<file path="config.mk">
export PLATFORM = sky130hd
export DESIGN_NAME = core_top
export DESIGN_NICKNAME = d
export VERILOG_FILES = /design/src/hw/core_pkg.sv /design/src/hw/alu_execute.sv /design/src/hw/core_apb_port.sv /design/src/hw/core_top.sv /design/src/hw/instr_decode.sv /design/src/hw/reg_file.sv /design/src/hw/result_writeback.sv
export VERILOG_INCLUDE_DIRS = /design/src /design/src/hw
export SDC_FILE = /design/constraint.sdc
export NUM_CORES = 1
export LEC_CHECK = 0
export BUFFER_PORTS_ARGS = -buffer_cell sky130_fd_sc_hd__buf_2
export CAP_MARGIN = 15
export CORE_MARGIN = 8
export CORE_UTILIZATION = 50
export DETAILED_ROUTE_END_ITERATION = 12
export PLACE_DENSITY = 0.69
export REMOVE_ABC_BUFFERS = 1
export SETUP_SLACK_MARGIN = 0.1
export SYNTH_ARGS = -nofsm -noshare
export SYNTH_HDL_FRONTEND = slang
export SYNTH_SLANG_ARGS = --single-unit
</file>
<file path="constraint.sdc">
create_clock -name clk -period 3.35 [get_ports clk]
set_input_delay 0.335 -clock clk [delete_from_list [all_inputs] [get_ports clk]]
set_output_delay 0.335 -clock clk [all_outputs]
set_load 0.005 [all_outputs]
</file>
<file path="src/hw/core_config.svh">
`ifndef CORE_CONFIG_SVH
`define CORE_CONFIG_SVH

// Datapath and register file
`define CORE_DATA_W 16
`define CORE_REG_CNT 8
`define CORE_REG_ADDR_W 3

// APB address map
`define CORE_APB_ADDR_W 8
`define CORE_ADDR_INSTR 8'h00
// Register r sits at base + 4*r
`define CORE_ADDR_REG_BASE 8'h20

`endif

</file>
<file path="src/hw/core_pkg.sv">
`include "core_config.svh"

package core_pkg;

	typedef logic [`CORE_DATA_W-1:0] word_t;
	typedef logic [`CORE_REG_ADDR_W-1:0] reg_idx_t;

	// Instruction bits 15..11
	typedef enum logic [4:0] {
		OP_NOP     = 5'b00001,
		OP_ADDI    = 5'b01000,
		OP_SUBI    = 5'b01001,
		OP_XORI    = 5'b01010,
		OP_ANDNI   = 5'b01011,
		OP_ROLI    = 5'b10100,
		OP_SLLI    = 5'b10101,
		OP_RORI    = 5'b10110,
		OP_SRLI    = 5'b10111,
		OP_SLBI    = 5'b10010,
		OP_LBI     = 5'b11000,
		OP_BTR     = 5'b11001,
		OP_SHIFT_R = 5'b11010,
		OP_ALU_R   = 5'b11011,
		OP_SEQ     = 5'b11100,
		OP_SLT     = 5'b11101,
		OP_SLE     = 5'b11110,
		OP_SCO     = 5'b11111
	} opcode_e;

	// Groups of four line up with opcode/funct low bits
	typedef enum logic [3:0] {
		ALU_ADD    = 4'd0,
		ALU_SUB    = 4'd1,
		ALU_XOR    = 4'd2,
		ALU_ANDN   = 4'd3,
		ALU_ROL    = 4'd4,
		ALU_SLL    = 4'd5,
		ALU_ROR    = 4'd6,
		ALU_SRL    = 4'd7,
		ALU_SEQ    = 4'd8,
		ALU_SLT    = 4'd9,
		ALU_SLE    = 4'd10,
		ALU_SCO    = 4'd11,
		ALU_BTR    = 4'd12,
		ALU_PASS_B = 4'd13,
		ALU_SLBI   = 4'd14
	} alu_op_e;

	typedef struct packed {
		logic     valid;
		alu_op_e  alu_op;
		word_t    a;
		word_t    b;
		reg_idx_t rd;
	} exe_op_t;

	// Result leaving execute, also the write-back item
	typedef struct packed {
		logic     valid;
		reg_idx_t rd;
		word_t    data;
	} wb_op_t;

	typedef struct packed {
		logic                        psel;
		logic                        penable;
		logic                        pwrite;
		logic [`CORE_APB_ADDR_W-1:0] paddr;
		word_t                       pwdata;
	} apb_req_t;

	typedef struct packed {
		word_t prdata;
		logic  pready;
		logic  pslverr;
	} apb_rsp_t;

endpackage

</file>
<file path="src/hw/alu_execute.sv">
`timescale 1ns/1ps
`include "core_config.svh"

module alu_execute (
	input  core_pkg::exe_op_t exe_op,
	output core_pkg::wb_op_t  exe_result
);
	import core_pkg::*;

	word_t                       a;
	word_t                       b;
	logic [3:0]                  shamt;
	logic [`CORE_DATA_W:0]       sum;
	logic [2*`CORE_DATA_W-1:0]   rot_l;
	logic [2*`CORE_DATA_W-1:0]   rot_r;
	logic                        equal;
	logic                        signed_lt;
	word_t                       result;

	assign a = exe_op.a;
	assign b = exe_op.b;

	// Shift amount from imm5 or Rt, low four bits either way
	assign shamt = b[3:0];

	// Extra bit keeps the carry for SCO
	assign sum = {1'b0, a} + {1'b0, b};

	// Rotates on a doubled word
	assign rot_l = {a, a} << shamt;
	assign rot_r = {a, a} >> shamt;

	assign equal = (a == b);
	assign signed_lt = ($signed(a) < $signed(b));

	always_comb begin
		result = '0;
		case (exe_op.alu_op)
			ALU_ADD: result = sum[`CORE_DATA_W-1:0];
			// Reversed operand order, second minus first
			ALU_SUB: result = b - a;
			ALU_XOR: result = a ^ b;
			ALU_ANDN: result = a & ~b;
			ALU_ROL: result = rot_l[2*`CORE_DATA_W-1:`CORE_DATA_W];
			ALU_SLL: result = a << shamt;
			ALU_ROR: result = rot_r[`CORE_DATA_W-1:0];
			ALU_SRL: result = a >> shamt;
			ALU_SEQ: result = word_t'(equal);
			ALU_SLT: result = word_t'(signed_lt);
			ALU_SLE: result = word_t'(signed_lt | equal);
			ALU_SCO: result = word_t'(sum[`CORE_DATA_W]);
			ALU_BTR: result = {<<{a}};
			ALU_PASS_B: result = b;
			// Old low byte moves up, imm8 fills the bottom
			ALU_SLBI: result = {a[7:0], b[7:0]};
			default: result = '0;
		endcase
	end

	assign exe_result.valid = exe_op.valid;
	assign exe_result.rd = exe_op.rd;
	assign exe_result.data = result;

endmodule

</file>
<file path="src/hw/core_apb_port.sv">
`timescale 1ns/1ps
`include "core_config.svh"

module core_apb_port (
	input  logic               clk,
	input  logic               rst_n,
	input  core_pkg::apb_req_t apb_req,
	output core_pkg::apb_rsp_t apb_rsp,
	output core_pkg::word_t    instr_word,
	output logic               instr_issue,
	input  logic               instr_illegal,
	input  logic               exe_valid,
	input  logic               wb_valid,
	output core_pkg::reg_idx_t host_idx,
	input  core_pkg::word_t    host_data
);
	logic                        access;
	logic                        hit_instr;
	logic                        hit_reg;
	logic [`CORE_APB_ADDR_W-1:0] reg_off;
	logic                        drained;
	logic                        bad_access;

	assign access = apb_req.psel & apb_req.penable;

	// Address decode
	assign hit_instr = (apb_req.paddr == `CORE_ADDR_INSTR);
	assign reg_off = apb_req.paddr - `CORE_ADDR_REG_BASE;
	// Below the base wraps to a large offset and misses
	assign hit_reg = (reg_off < 8'(4 * `CORE_REG_CNT)) && (reg_off[1:0] == 2'b00);
	assign host_idx = reg_off[2 +: `CORE_REG_ADDR_W];

	// Nothing left in execute or result stage
	assign drained = ~exe_valid & ~wb_valid;

	// Writes never wait, so access phase is the completing cycle
	assign instr_word = apb_req.pwdata;
	assign instr_issue = access & apb_req.pwrite & hit_instr;

	assign bad_access = apb_req.pwrite ? (~hit_instr | instr_illegal) : ~hit_reg;

	// Only a register read holds off, until the pipeline drains
	assign apb_rsp.pready = access & (apb_req.pwrite | ~hit_reg | drained);
	assign apb_rsp.pslverr = access & bad_access;
	assign apb_rsp.prdata = (apb_rsp.pready & ~apb_req.pwrite & hit_reg) ? host_data : '0;

	a_penable_needs_psel: assert property (
		@(posedge clk) disable iff (!rst_n)
		apb_req.penable |-> apb_req.psel
	);

endmodule

</file>
<file path="src/hw/core_top.sv">
`timescale 1ns/1ps

module core_top (
	input  logic               clk,
	input  logic               rst_n,
	input  core_pkg::apb_req_t apb_req,
	output core_pkg::apb_rsp_t apb_rsp
);
	import core_pkg::*;

	word_t    instr_word;
	logic     instr_issue;
	logic     instr_illegal;
	reg_idx_t host_idx;
	word_t    host_data;
	reg_idx_t rs_idx;
	reg_idx_t rt_idx;
	word_t    rs_data;
	word_t    rt_data;
	exe_op_t  exe_op;
	wb_op_t   exe_result;
	wb_op_t   wb_op;

	// Host side
	core_apb_port u_apb_port (
		.clk,
		.rst_n,
		.apb_req,
		.apb_rsp,
		.instr_word,
		.instr_issue,
		.instr_illegal,
		.exe_valid (exe_op.valid),
		.wb_valid  (wb_op.valid),
		.host_idx,
		.host_data
	);

	// Decode stage
	instr_decode u_decode (
		.clk,
		.rst_n,
		.instr_word,
		.instr_issue,
		.instr_illegal,
		.rs_idx,
		.rt_idx,
		.rs_data,
		.rt_data,
		.exe_result,
		.wb_op,
		.exe_op
	);

	reg_file u_reg_file (
		.clk,
		.rst_n,
		.rs_idx,
		.rt_idx,
		.host_idx,
		.rs_data,
		.rt_data,
		.host_data,
		.wb_op
	);

	// Execute stage
	alu_execute u_execute (
		.exe_op,
		.exe_result
	);

	// Result stage
	result_writeback u_writeback (
		.clk,
		.rst_n,
		.exe_result,
		.wb_op
	);

endmodule

</file>
<file path="src/hw/instr_decode.sv">
`timescale 1ns/1ps
`include "core_config.svh"

module instr_decode (
	input  logic               clk,
	input  logic               rst_n,
	input  core_pkg::word_t    instr_word,
	input  logic               instr_issue,
	output logic               instr_illegal,
	output core_pkg::reg_idx_t rs_idx,
	output core_pkg::reg_idx_t rt_idx,
	input  core_pkg::word_t    rs_data,
	input  core_pkg::word_t    rt_data,
	input  core_pkg::wb_op_t   exe_result,
	input  core_pkg::wb_op_t   wb_op,
	output core_pkg::exe_op_t  exe_op
);
	import core_pkg::*;

	opcode_e    opcode;
	logic [1:0] funct;
	word_t      imm5_sext;
	word_t      imm5_zext;
	word_t      imm8_sext;
	word_t      imm8_zext;
	word_t      rs_fwd;
	word_t      rt_fwd;
	alu_op_e    alu_op;
	word_t      op_b;
	reg_idx_t   rd_idx;
	logic       legal;
	logic       is_nop;

	// Youngest result first, then result stage, then register file
	function automatic word_t fwd_operand(reg_idx_t idx, word_t rf_data, wb_op_t ex, wb_op_t wb);
		if (ex.valid && ex.rd == idx) begin
			return ex.data;
		end
		if (wb.valid && wb.rd == idx) begin
			return wb.data;
		end
		return rf_data;
	endfunction

	assign opcode = opcode_e'(instr_word[15:11]);
	assign funct = instr_word[1:0];
	assign rs_idx = instr_word[10:8];
	assign rt_idx = instr_word[7:5];

	assign imm5_sext = {{(`CORE_DATA_W-5){instr_word[4]}}, instr_word[4:0]};
	assign imm5_zext = {{(`CORE_DATA_W-5){1'b0}}, instr_word[4:0]};
	assign imm8_sext = {{(`CORE_DATA_W-8){instr_word[7]}}, instr_word[7:0]};
	assign imm8_zext = {{(`CORE_DATA_W-8){1'b0}}, instr_word[7:0]};

	assign rs_fwd = fwd_operand(rs_idx, rs_data, exe_result, wb_op);
	assign rt_fwd = fwd_operand(rt_idx, rt_data, exe_result, wb_op);

	// Low opcode or funct bits pick the op within each group of four
	always_comb begin
		alu_op = ALU_PASS_B;
		op_b = rt_fwd;
		rd_idx = instr_word[7:5];
		legal = 1'b1;
		is_nop = 1'b0;
		case (opcode)
			OP_NOP: is_nop = 1'b1;
			OP_ADDI, OP_SUBI: begin
				alu_op = alu_op_e'({2'b00, instr_word[12:11]});
				op_b = imm5_sext;
			end
			OP_XORI, OP_ANDNI: begin
				alu_op = alu_op_e'({2'b00, instr_word[12:11]});
				op_b = imm5_zext;
			end
			OP_ROLI, OP_SLLI, OP_RORI, OP_SRLI: begin
				alu_op = alu_op_e'({2'b01, instr_word[12:11]});
				op_b = imm5_zext;
			end
			OP_LBI: begin
				op_b = imm8_sext;
				rd_idx = rs_idx;
			end
			OP_SLBI: begin
				alu_op = ALU_SLBI;
				op_b = imm8_zext;
				rd_idx = rs_idx;
			end
			OP_BTR: begin
				alu_op = ALU_BTR;
				rd_idx = instr_word[4:2];
			end
			OP_ALU_R: begin
				alu_op = alu_op_e'({2'b00, funct});
				rd_idx = instr_word[4:2];
			end
			OP_SHIFT_R: begin
				alu_op = alu_op_e'({2'b01, funct});
				rd_idx = instr_word[4:2];
			end
			OP_SEQ, OP_SLT, OP_SLE, OP_SCO: begin
				alu_op = alu_op_e'({2'b10, instr_word[12:11]});
				rd_idx = instr_word[4:2];
			end
			default: legal = 1'b0;
		endcase
	end

	assign instr_illegal = ~legal;

	// Decode to execute register
	always_ff @(posedge clk) begin
		if (instr_issue) begin
			exe_op.alu_op <= alu_op;
			exe_op.a <= rs_fwd;
			exe_op.b <= op_b;
			exe_op.rd <= rd_idx;
		end
		if (!rst_n) begin
			exe_op.valid <= 1'b0;
		end else begin
			exe_op.valid <= instr_issue & legal & ~is_nop;
		end
	end

	a_known_alu_op: assert property (
		@(posedge clk) disable iff (!rst_n)
		exe_op.valid |-> (!$isunknown(exe_op.alu_op) && exe_op.alu_op <= ALU_SLBI)
	);

endmodule

</file>
<file path="src/hw/reg_file.sv">
`timescale 1ns/1ps
`include "core_config.svh"

module reg_file (
	input  logic               clk,
	input  logic               rst_n,
	input  core_pkg::reg_idx_t rs_idx,
	input  core_pkg::reg_idx_t rt_idx,
	input  core_pkg::reg_idx_t host_idx,
	output core_pkg::word_t    rs_data,
	output core_pkg::word_t    rt_data,
	output core_pkg::word_t    host_data,
	input  core_pkg::wb_op_t   wb_op
);
	import core_pkg::*;

	word_t regs [`CORE_REG_CNT];

	// Architectural state, cleared so reads after reset return zero
	always_ff @(posedge clk) begin
		if (!rst_n) begin
			for (int i = 0; i < `CORE_REG_CNT; i++) begin
				regs[i] <= '0;
			end
		end else if (wb_op.valid) begin
			regs[wb_op.rd] <= wb_op.data;
		end
	end

	// Two operand ports for decode
	assign rs_data = regs[rs_idx];
	assign rt_data = regs[rt_idx];

	// Host read-back port
	assign host_data = regs[host_idx];

endmodule

</file>
<file path="src/hw/result_writeback.sv">
`timescale 1ns/1ps

module result_writeback (
	input  logic             clk,
	input  logic             rst_n,
	input  core_pkg::wb_op_t exe_result,
	output core_pkg::wb_op_t wb_op
);

	// Execute to result register, feeds the register file write
	// and the older forwarding path in decode
	always_ff @(posedge clk) begin
		wb_op.rd <= exe_result.rd;
		wb_op.data <= exe_result.data;
		if (!rst_n) begin
			wb_op.valid <= 1'b0;
		end else begin
			wb_op.valid <= exe_result.valid;
		end
	end

	a_wb_data_known: assert property (
		@(posedge clk) disable iff (!rst_n)
		wb_op.valid |-> !$isunknown(wb_op.data)
	);

endmodule

</file>
# Word-level counts from Yosys, hierarchy flattened
# Memory sizes are Yosys's and may differ from the RTL's.
# Index checks and enable logic that the tools add are counted.
# word_totals
ff_bits	60
elab_cells	125
mem_count	1
ram_bits	128
out_inout_bits	18
inputBits	29
# op_classes
n_eq_ne	37
reduce_logical	17
n_mux	29
addsub	3
magnitude_cmp	2
n_bitwise	24
shift	4
# memory_table
name	depth	width	rd	rd_ports_with_merged_regs	write_ports	line_no	source
u_reg_file.regs	8	16	3	0	8	reg_file.sv:17	word_t regs [`CORE_REG_CNT];
# op_table
cell	count
one-hot mux 16 bit (15 select lines)	1
two-way mux 16 bit	10
equality test 5 bit, second input constant	13
one-hot mux 16 bit (4 select lines)	1
<< shifter 32 x 4 -> 32 bit	1
right shift 32 x 4 -> 16 bit	1
equality test 4 bit, second input constant	7
one-hot mux 4 bit (7 select lines)	1
equality test 5 x 4 -> 1 bit, second input constant	4
OR reduction 18 bit	1
adder 16 x 16 -> 17 bit	1
bitwise AND 16 bit	1
equality test 16 bit	1
equality test 4 x 3 -> 1 bit, second input constant	4
< comparator 16 bit	1
inverter 16 bit	1
OR reduction 16 bit	1
<< shifter 16 x 4 -> 16 bit	1
right shift 16 x 4 -> 16 bit	1
subtractor 16 bit	1
bitwise XOR 16 bit	1
two-way mux 1 bit	14
equality test 3 bit	4
OR reduction 4 bit	3
17 further kinds	41

# Depth between registers and ports, before layout
# Gate-level depths: netlist of the first run.
# depth
depth_word	10
depth_mapped	14
mapped_depth_nobuf	11

# Modules after synthesis
# From an unflattened synthesis of the first run, not the netlist that was laid out.
# hier_totals
cells_unflattened	1528
area_unflattened_um2	16216.8
# by_module_without_submodules
module	n_inst	seq_area_each_um2	area_each_um2	cells_each
reg_file	1	3843.7	7946.4	487
alu_execute	1	0.0	4943.5	733
instr_decode	1	1191.1	2512.4	233
core_apb_port	1	0.0	407.9	54
result_writeback	1	400.4	406.6	21

# Least setup slack after synthesis of the first run
# No wires, ideal clock.
# synth_path
path_kind	reg2reg
start	reg u_decode.exe_op[4] (netlist name)
end	reg u_decode.exe_op[28] (netlist name)
path_stages_with_launch	14
path_slack_ns	-0.117
t_arrival_ns	3.214
synth_period_minus_slack_ns	3.467
path_buffers	4
required_ns	3.096
setup_time_ns	0.254
path_cell_list	edfxtp_1 buf_6 buf_6 buf_4 buf_2 inv_1 ha_1 nand2b_4 a221oi_2 o21ai_1 o31a_1 a221o_1 a2111o_1 a21o_1

==> results_dict.tcl, run 1 <==
set metrics [dict create \
    outcome "completed" \
    hold_depth 2 \
    h-tree-depth 4 \
    num_rows 65 \
    syn_inst 1473 \
    ys_seq_area_share_pct 34.60 \
    period_needed_ns 3.188 \
    synth_compound_area_share_pct 14.86 \
    final_nets 1634 \
    routabilityCongestion 1.008 \
    pwr-share-comb_pct 10.8 \
    relSlewSlack_pct 29.28 \
    max_cap_violations 0 \
    pwr_density_cell_nw_per_um2 298.5 \
    ys_ff_latch 188 \
    cp_max_fo 16 \
    synth-main-ff-cell "edfxtp_1" \
    synth.area.mux_share_pct 24.42 \
    required_ns 3.53 \
    ant_nets 0 \
    first_pass_iters 6 \
    die_y_um 193.2 \
    grt_setup_unrepaired "yes" \
    cp-end-kind "flop" \
    wirelength_mm 53.61 \
    layout_commonest_cell "edfxtp_1" \
    diodes 0 \
    grt_usage_pct 27.95 \
    clockPowerShare_pct 39.1 \
    fin_cells 1969 \
    syn_area_um2 15710 \
    vias 13301 \
    grt_max_degree 41 \
    wl_per_cell_um 27.23 \
    r2r_cells 9 \
    worstMarginPinSlew_ns 1.053 \
    start_util_pct 50.30 \
    synth_edf_count 167 \
    fillers 2716 \
    switchingPower_w 0.001170 \
    clockBufferDepth 2 \
    leakagePower_nw 6.961 \
    drc_errors 0 \
    fmax_mhz 313.6 \
    drt_iter0_markers 1459 \
    p_sw_share_pct 22.07 \
    grt_pass1_vias 13091 \
    ys_warn_count 0 \
    dieArea_um2 37340 \
    core_area_um2 31230 \
    critPathKind "flop to flop" \
    clock_sink_count 188 \
    synthXorXnorAreaFrac_pct 0.9479 \
    areaGrowthSynthToFinish_pct 13.05 \
    worstSkewPairLatency_ns 0.43 \
    layout_common_cells "edfxtp_1, buf_4, and2_1" \
    async_reset_ff_share_pct 0 \
    peakVddDrop_mv 0.5581 \
    viasPerCell 6.755 \
    finalHoldViolCount 0 \
    drv_slew 0 \
    p_int_w 0.004130 \
    cts-buffers-inserted 17 \
    timing.hold.ws_ns 0.2513 \
    grt_overflow_total 0 \
    clock-skew-final_ns 0.006724 \
    setup_viol 0 \
    seq_power_share_pct 50.0 \
    ios 47 \
    layout-drive-gt1-share_pct 25.65 \
    dp.final_hpwl_mm 39.76 \
    arrival_ns 3.37 \
    avgSynthCellArea_um2 10.66 \
    tritoncts "yes" \
    die-width_um 193.2 \
    period_share_pct 95.18 \
    placed_cells 1937 \
    numPortBuffers 46 \
    synth_cell_types 88 \
    synthAdderAreaFrac_pct 4.078 \
    synth_top_family_by_area "multiplexers" \
    min_path_type "primary input to flop" \
    clkTransAtPathRegs_ns 0.07 \
    synth_simple_gate_area_share_pct 15.91 \
    clockRootBuffer "clkbuf_16" \
    antenna_found_initial 0 \
    start_kind "flop" \
    grt_pass1_wl_mm 80.75 \
]
[area by class of cell]
class | count | area (µm²) | share of cell area, %
Timing Repair Buffer | 194 | 1429 | 8.047
Inverter | 59 | 221.5 | 1.247
Multi-Input combinational cell | 1095 | 9578 | 53.94
Clock buffer | 23 | 447.9 | 2.523
Tap cell | 402 | 503.0 | 2.833
Clock inverter | 8 | 142.6 | 0.8033
Sequential cell | 188 | 5435 | 30.61
[power groups by stage]
stage	sequential [W]	combinational, W	clock [W]
2_1_floorplan	0.00269	0.000341	0
3_3_place_gp	0.00269	0.000558	0
3_5_place_dp	0.00270	0.000568	0
4_1_cts	0.00265	0.000571	0.00209
5_1_grt	0.00266	0.000611	0.00217
6_report	0.00265	0.000573	0.00207
[cell usage after synthesis (all sizes together) (48+ instances only)]
cell    count  area [µm²]
nand2      99       371.6
mux4      128        2887
clkbuf     75       282.8
a21oi      55       275.3
edfxtp    167        5015
inv        58       217.7
buf        56       309.0
nor2       94       352.8
and2      134       838.3
mux2i      78       780.8
ha         48       600.6
o21ai      82       410.4
[critical path, cell delays in order (launching register included)]
cell and delay, ns:
edfxtp_1 0.52, ha_1 0.44, buf_4 0.23, nor2_1 0.06, o21ai_0 0.12, a31oi_1 0.17
o31ai_1 0.36, nor4b_2 0.32, nand4_1 0.30, a221o_1 0.41
[state kept, by name (all words and copies together), names as in the netlist]
name and count:
u_decode.exe_op 40, u_reg_file.regs 128, u_writeback.wb_op 20
[repair_timing]
item                       CTS  global route
buffers inserted             0             1
setup endpoints to repair    1            13
resized for setup            1            11
hold buffers                 0             0
[cells by family after synthesis]
group / after synthesis
xor+xnor: 17
simple gates: 474
compound gates: 333
flops: 188
mux: 221
fa+ha+maj: 50
buf+inv: 190
[path summary, 6_finish.rpt]
check                     endpoint  slack (ns)                 from
max             u_decode.exe_op[3]        0.16  u_decode.exe_op[32]
min             u_decode.exe_op[4]        0.25           apb_req[1]
max reg2reg     u_decode.exe_op[3]        0.16  u_decode.exe_op[32]
min reg2reg  u_writeback.wb_op[16]        0.48   u_decode.exe_op[0]
[through the flow]
stage	setup slack, ns	util [%]	instance area [µm²]	setup TNS [ns]	total power [W]
global route	0.06514	56.86	17760	0	0.005436
finish	0.1615	56.86	17760	0	0.005300
global placement	0.08749	54.73	17090	0	0.003249
floorplan	-1.088	-	15120	-27.60	0.003027
detailed placement	0.1194	54.73	17090	0	0.003267
CTS	0.1240	56.63	17680	0	0.005316
[layer usage]
| layer | part of all wire [%] | GRT usage (%) | up-vias |
|---|---|---|---|
| met1 | 37 | 34.24 | 6553 |
| met3 | 8.3 | 3.801 | 137 |
| met4 | 4.6 | 12.37 | 0 |
| li1 | - | - | 5827 |
| met2 | 50 | 48.71 | 784 |
| met5 | 0 | 0 | - |
No activity file was read; power rests on OpenSTA's default activity.
==> run 2: changes to the inputs <==
PLACE_DENSITY = unset   (was 0.69)
PLACE_DENSITY_LB_ADDON = 0.2   (was unset)
==> run 2 against run 1 <==
Via count shrank 0.38%; setup slack gained 0.024 ns; critical endpoint is now u_decode.exe_op[9]; largest cell class unchanged; largest power group unchanged; wire length grew 3.2%.
==> results_dict.tcl, run 2 (same netlist as run 1, synthesis figures left out) <==
set metrics [dict create \
    outcome "completed" \
    relSlewSlack_pct 20.77 \
    dp_slack_ns 0.2087 \
    layout_commonest_cell "edfxtp_1" \
    dp.final_hpwl_mm 41.52 \
    critPathKind "flop to flop" \
    arrival_ns 3.31 \
    antenna_found_initial 0 \
    grt_setup_unrepaired "yes" \
    largest_register "u_reg_file.regs" \
    worstSkewPairLatency_ns 0.45 \
    min_path_type "primary input to flop" \
    top_regs "u_reg_file.regs (128), u_decode.exe_op (40), u_writeback.wb_op (20)" \
    start_util_pct 50.30 \
    clock_sink_count 188 \
    start_kind "flop" \
    clockRootBuffer "clkbuf_16" \
    worstMarginPinSlew_ns 1.173 \
    grt_pass1_wl_mm 83.62 \
    max_cap_violations 0 \
    setup_tns_ns 0 \
    drv_slew 0 \
    die_y_um 193.2 \
    first_pass_iters 6 \
    required_ns 3.50 \
    drt_iter0_markers 1501 \
    wl_per_cell_um 28.20 \
    peakVddDrop_mv 0.2612 \
    layout-drive-gt1-share_pct 24.94 \
    cp_max_fo 4 \
    layout_common_cells "edfxtp_1, and2_1, buf_4" \
    cp-end-kind "flop" \
    numPortBuffers 46 \
    grt_usage_pct 29.13 \
    drc_errors 0 \
    timing.hold.ws_ns 0.2380 \
    ant_nets 0 \
    num_rows 65 \
    leakagePower_nw 6.901 \
    viasPerCell 6.754 \
    areaGrowthSynthToFinish_pct 12.06 \
    routabilityCongestion 1.042 \
    layout_setup_ws_ns 0.1860 \
    diodes 0 \
    period_needed_ns 3.164 \
    h-tree-depth 4 \
    grt_pass1_vias 13286 \
    wirelength_mm 55.33 \
    grt_max_degree 49 \
    clkTransAtPathRegs_ns 0.08 \
    hold_buffers 0 \
    ios 47 \
    fmax_mhz 316.1 \
    final_util_pct 56.36 \
    cts-buffers-inserted 17 \
    setup_viol 0 \
    grt_overflow_total 0 \
    largest_reg_flops 128 \
    core_area_um2 31230 \
    pwr_density_cell_nw_per_um2 296.8 \
    finalHoldViolCount 0 \
    final_nets 1626 \
    tritoncts "yes" \
    die-width_um 193.2 \
    clockBufferDepth 2 \
    period_share_pct 94.45 \
    dieArea_um2 37340 \
    clock-skew-final_ns 0.01442 \
    vias 13251 \
]
run 2: per-stage QoR:
stage	cells	power [W]	area, µm²
after floorplan	1342	0.003027	15120
after global placement	1929	0.003267	16990
after CTS	1961	0.005236	17550
after global routing	1962	0.005371	17600
after detailed placement	1929	0.003279	16990
final	1962	0.005224	17600
run 2: final cells by class:
type	instances	area [µm²]
Sequential cell	188	5435
Clock inverter	14	128.9
Multi-Input combinational cell	1095	9537
Inverter	59	221.5
Timing Repair Buffer	186	1348
Tap cell	402	503.0
Clock buffer	18	429.2
Fill cell	2738	13630
run 2: path summary, 6_finish.rpt:
check | startpoint | endpoint | slack [ns] | cells after the start
max | u_decode.exe_op[3] | u_decode.exe_op[9] | 0.19 | 11
min | apb_req[2] | u_decode.exe_op[0] | 0.24 | 3
min reg2reg | u_decode.exe_op[1] | u_writeback.wb_op[17] | 0.49 | 0
max reg2reg | u_decode.exe_op[3] | u_decode.exe_op[9] | 0.19 | 11
run 2: per-layer routing:
layer	wire, µm	share of wire (%)	track usage, %
met5	0	0	0
met2	26820	48	49.47
met1	21250	38	35.83
met4	3423	6.2	15.79
met3	3840	6.9	3.697
run 2: what timing repair did:
| item | in CTS | in global routing |
|---|---|---|
| buffers inserted | 0 | 1 |
| setup endpoints to repair | 0 | 7 |
| endpoints found under the hold margin | 0 | 0 |
| resized for setup | 0 | 6 |
run 2: critical path, cell delays in order, from the launching register on:
cell and delay [ns]:
edfxtp_1 0.47, inv_1 0.12, ha_1 0.21, inv_1 0.11
fa_1 0.42, nand3_1 0.13, a21boi_1 0.09, o21a_1 0.18
or3_1 0.31, a311o_1 0.45, a31oi_4 0.23, o221ai_1 0.15
run 2: power by group:
group          switching (W)  total, W  internal (W)
Combinational       0.000304  0.000581      0.000278
Clock               0.000949   0.00199       0.00104
Sequential         0.0000431   0.00265       0.00261
==> run 3: changes to the inputs <==
CELL_PAD_IN_SITES_DETAIL_PLACEMENT = 0   (was unset)
CELL_PAD_IN_SITES_GLOBAL_PLACEMENT = 1   (was unset)
CORE_UTILIZATION = 47   (was 50)
==> run 3 against run 2 <==
Wire length fell by 2.7%; largest cell class unchanged; critical path depth fell by 1; hold slack got worse by 0.0090 ns; sequential cell count did not move; global-route usage fell by 1.8 points; register-to-register slack got worse by 0.05 ns.
==> results_dict.tcl, run 3 (same netlist as run 1, synthesis figures left out) <==
set metrics [dict create \
    outcome "completed" \
    areaGrowthSynthToFinish_pct 12.70 \
    arrival_ns 3.40 \
    layout-drive-gt1-share_pct 24.95 \
    cts-buffers-inserted 17 \
    antenna_found_initial 0 \
    layout_common_cells "edfxtp_1, and2_1, buf_4" \
    wirelength_mm 53.86 \
    p_int_w 0.004073 \
    switchingPower_w 0.001253 \
    grt_max_degree 63 \
    dp.final_hpwl_mm 40.35 \
    ios 47 \
    fmax_mhz 311.2 \
    grt_overflow_total 0 \
    grt_setup_unrepaired "yes" \
    leakagePower_nw 6.907 \
    largest_register "u_reg_file.regs" \
    drc_errors 0 \
    worst-path-stages 10 \
    required_ns 3.53 \
    setup_viol 0 \
    p_sw_share_pct 23.53 \
    vias 13128 \
    relSlewSlack_pct 38.72 \
    die_y_um 198.8 \
    max_cap_violations 0 \
    slowest_stage "edfxtp_1" \
    fin_cells 2007 \
    wl_per_cell_um 26.83 \
    cp-end-kind "flop" \
    final_nets 1625 \
    period_needed_ns 3.213 \
    final_util_pct 53.32 \
    seqCellArea_um2 5435 \
    setup_tns_ns 0 \
    viasPerCell 6.541 \
    pwr-share-comb_pct 10.8 \
    dieArea_um2 39530 \
    period_share_pct 95.92 \
    routabilityCongestion 1.029 \
    h-tree-depth 4 \
    peakVddDrop_mv 0.2877 \
    die-width_um 198.8 \
    critPathKind "flop to flop" \
    finalHoldViolCount 0 \
    hold_depth 3 \
    fillers 2993 \
    grt_use_met3_pct 4.043 \
    worstSkewPairLatency_ns 0.44 \
    clockRootBuffer "clkbuf_16" \
    start_kind "flop" \
    diodes 0 \
    globalRouteMet2Util_pct 46.76 \
    multi_input_area_um2 9523 \
    cp_max_fo 3 \
    worstMarginPinSlew_ns 0.9193 \
    pwr_density_cell_nw_per_um2 300.9 \
    core_area_um2 33200 \
    start_util_pct 47.32 \
    min_path_type "primary input to flop" \
    use_met1_pct 33.37 \
    grt_usage_pct 27.34 \
    num_rows 67 \
    cpLargestDelayFamily "compound AO/OA/AOI/OAI gates" \
    grt_pass1_vias 12973 \
    r2r_cells 10 \
    hold_buffers 0 \
    cp_cell_sequence "ha_1, inv_1, fa_1, o21bai_2, a2111oi_2, o21ai_1, a21oi_1, nand4bb_1, nand4_1, a221o_1" \
    clock_sink_count 188 \
    clock-skew-final_ns 0.01380 \
    grt-busiest-layer "met2" \
    drt_iter0_markers 1459 \
    slowest_delay_ns 0.48 \
    ant_nets 0 \
    numPortBuffers 46 \
    top_regs "u_reg_file.regs (128), u_decode.exe_op (40), u_writeback.wb_op (20)" \
    tritoncts "yes" \
    first_pass_iters 6 \
    clockPowerShare_pct 39.5 \
    layout_commonest_cell "edfxtp_1" \
    clkTransAtPathRegs_ns 0.08 \
    grt_pass1_wl_mm 80.28 \
    drv_slew 0 \
    seq_power_share_pct 49.7 \
    placed_cells 1972 \
    clockBufferDepth 2 \
    cp_num_buf_inv 1 \
    largest_reg_flops 128 \
]
==> run 3: changes by cell type in the layout (fill, tap and decap cells not counted), sizes merged <==
cell and change:
clkbuf +3, clkinvlp +2, clkinv -2, buf -2, inv -4, bufinv +2
==> run 3: metrics by stage <==
step                hold WS [ns]  power [W]  setup slack (ns)  instance area (µm²)
global placement          0.4586   0.003266            0.1330                17060
finish                    0.2290   0.005326            0.1368                17700
floorplan                 0.4086   0.003027            -1.088                15120
global route              0.2348   0.005479           0.05072                17700
CTS                       0.2213   0.005359            0.1008                17660
detailed placement        0.4438   0.003277            0.1203                17060
==> run 3: cell type report <==
type                    instances  area share (%)
multi-input cells            1095           53.80
flip-flops and latches        188           30.70
repair buffers                185           7.718
well taps                     448           3.167
clock buffers                  20           2.467
inverters                      59           1.251
clock inverters                12          0.8976
==> run 3: path summary, 6_finish.rpt <==
| kind | slack [ns] | start | to |
|---|---|---|---|
| setup reg to reg | 0.14 | u_decode.exe_op[19] | u_decode.exe_op[3] |
| hold reg to reg | 0.49 | u_decode.exe_op[0] | u_writeback.wb_op[16] |
| hold / removal | 0.23 | apb_req[2] | u_decode.exe_op[0] |
| setup / recovery | 0.14 | u_decode.exe_op[19] | u_decode.exe_op[3] |
==> run 3: power groups by stage <==
stage,Clock [W],Combinational (W),Sequential [W]
finish,0.00210,0.000577,0.00265
detailed placement,0,0.000578,0.00270
global placement,0,0.000574,0.00269
floorplan,0,0.000341,0.00269
global route,0.00221,0.000619,0.00265
CTS,0.00213,0.000579,0.00265
==> run 3: repair_timing <==
action,CTS,global route
buffers inserted,0,3
endpoints found under the setup margin,0,8
gates resized for setup,0,5
==> run 3: worst reg2reg max path, cell delays in order, from the launching register on <==
cell,delay (ns)
edfxtp_1,0.48
ha_1,0.28
inv_1,0.09
fa_1,0.25
o21bai_2,0.12
a2111oi_2,0.47
o21ai_1,0.17
a21oi_1,0.26
nand4bb_1,0.19
nand4_1,0.22
a221o_1,0.44
==> run 3: layer usage <==
| metal | vias to the layer above | wire length, µm |
|---|---|---|
| li1 | 5824 | - |
| met2 | 723 | 26720 |
| met4 | 0 | 2836 |
| met1 | 6400 | 20160 |
| met3 | 181 | 4136 |
| met5 | - | 0 |
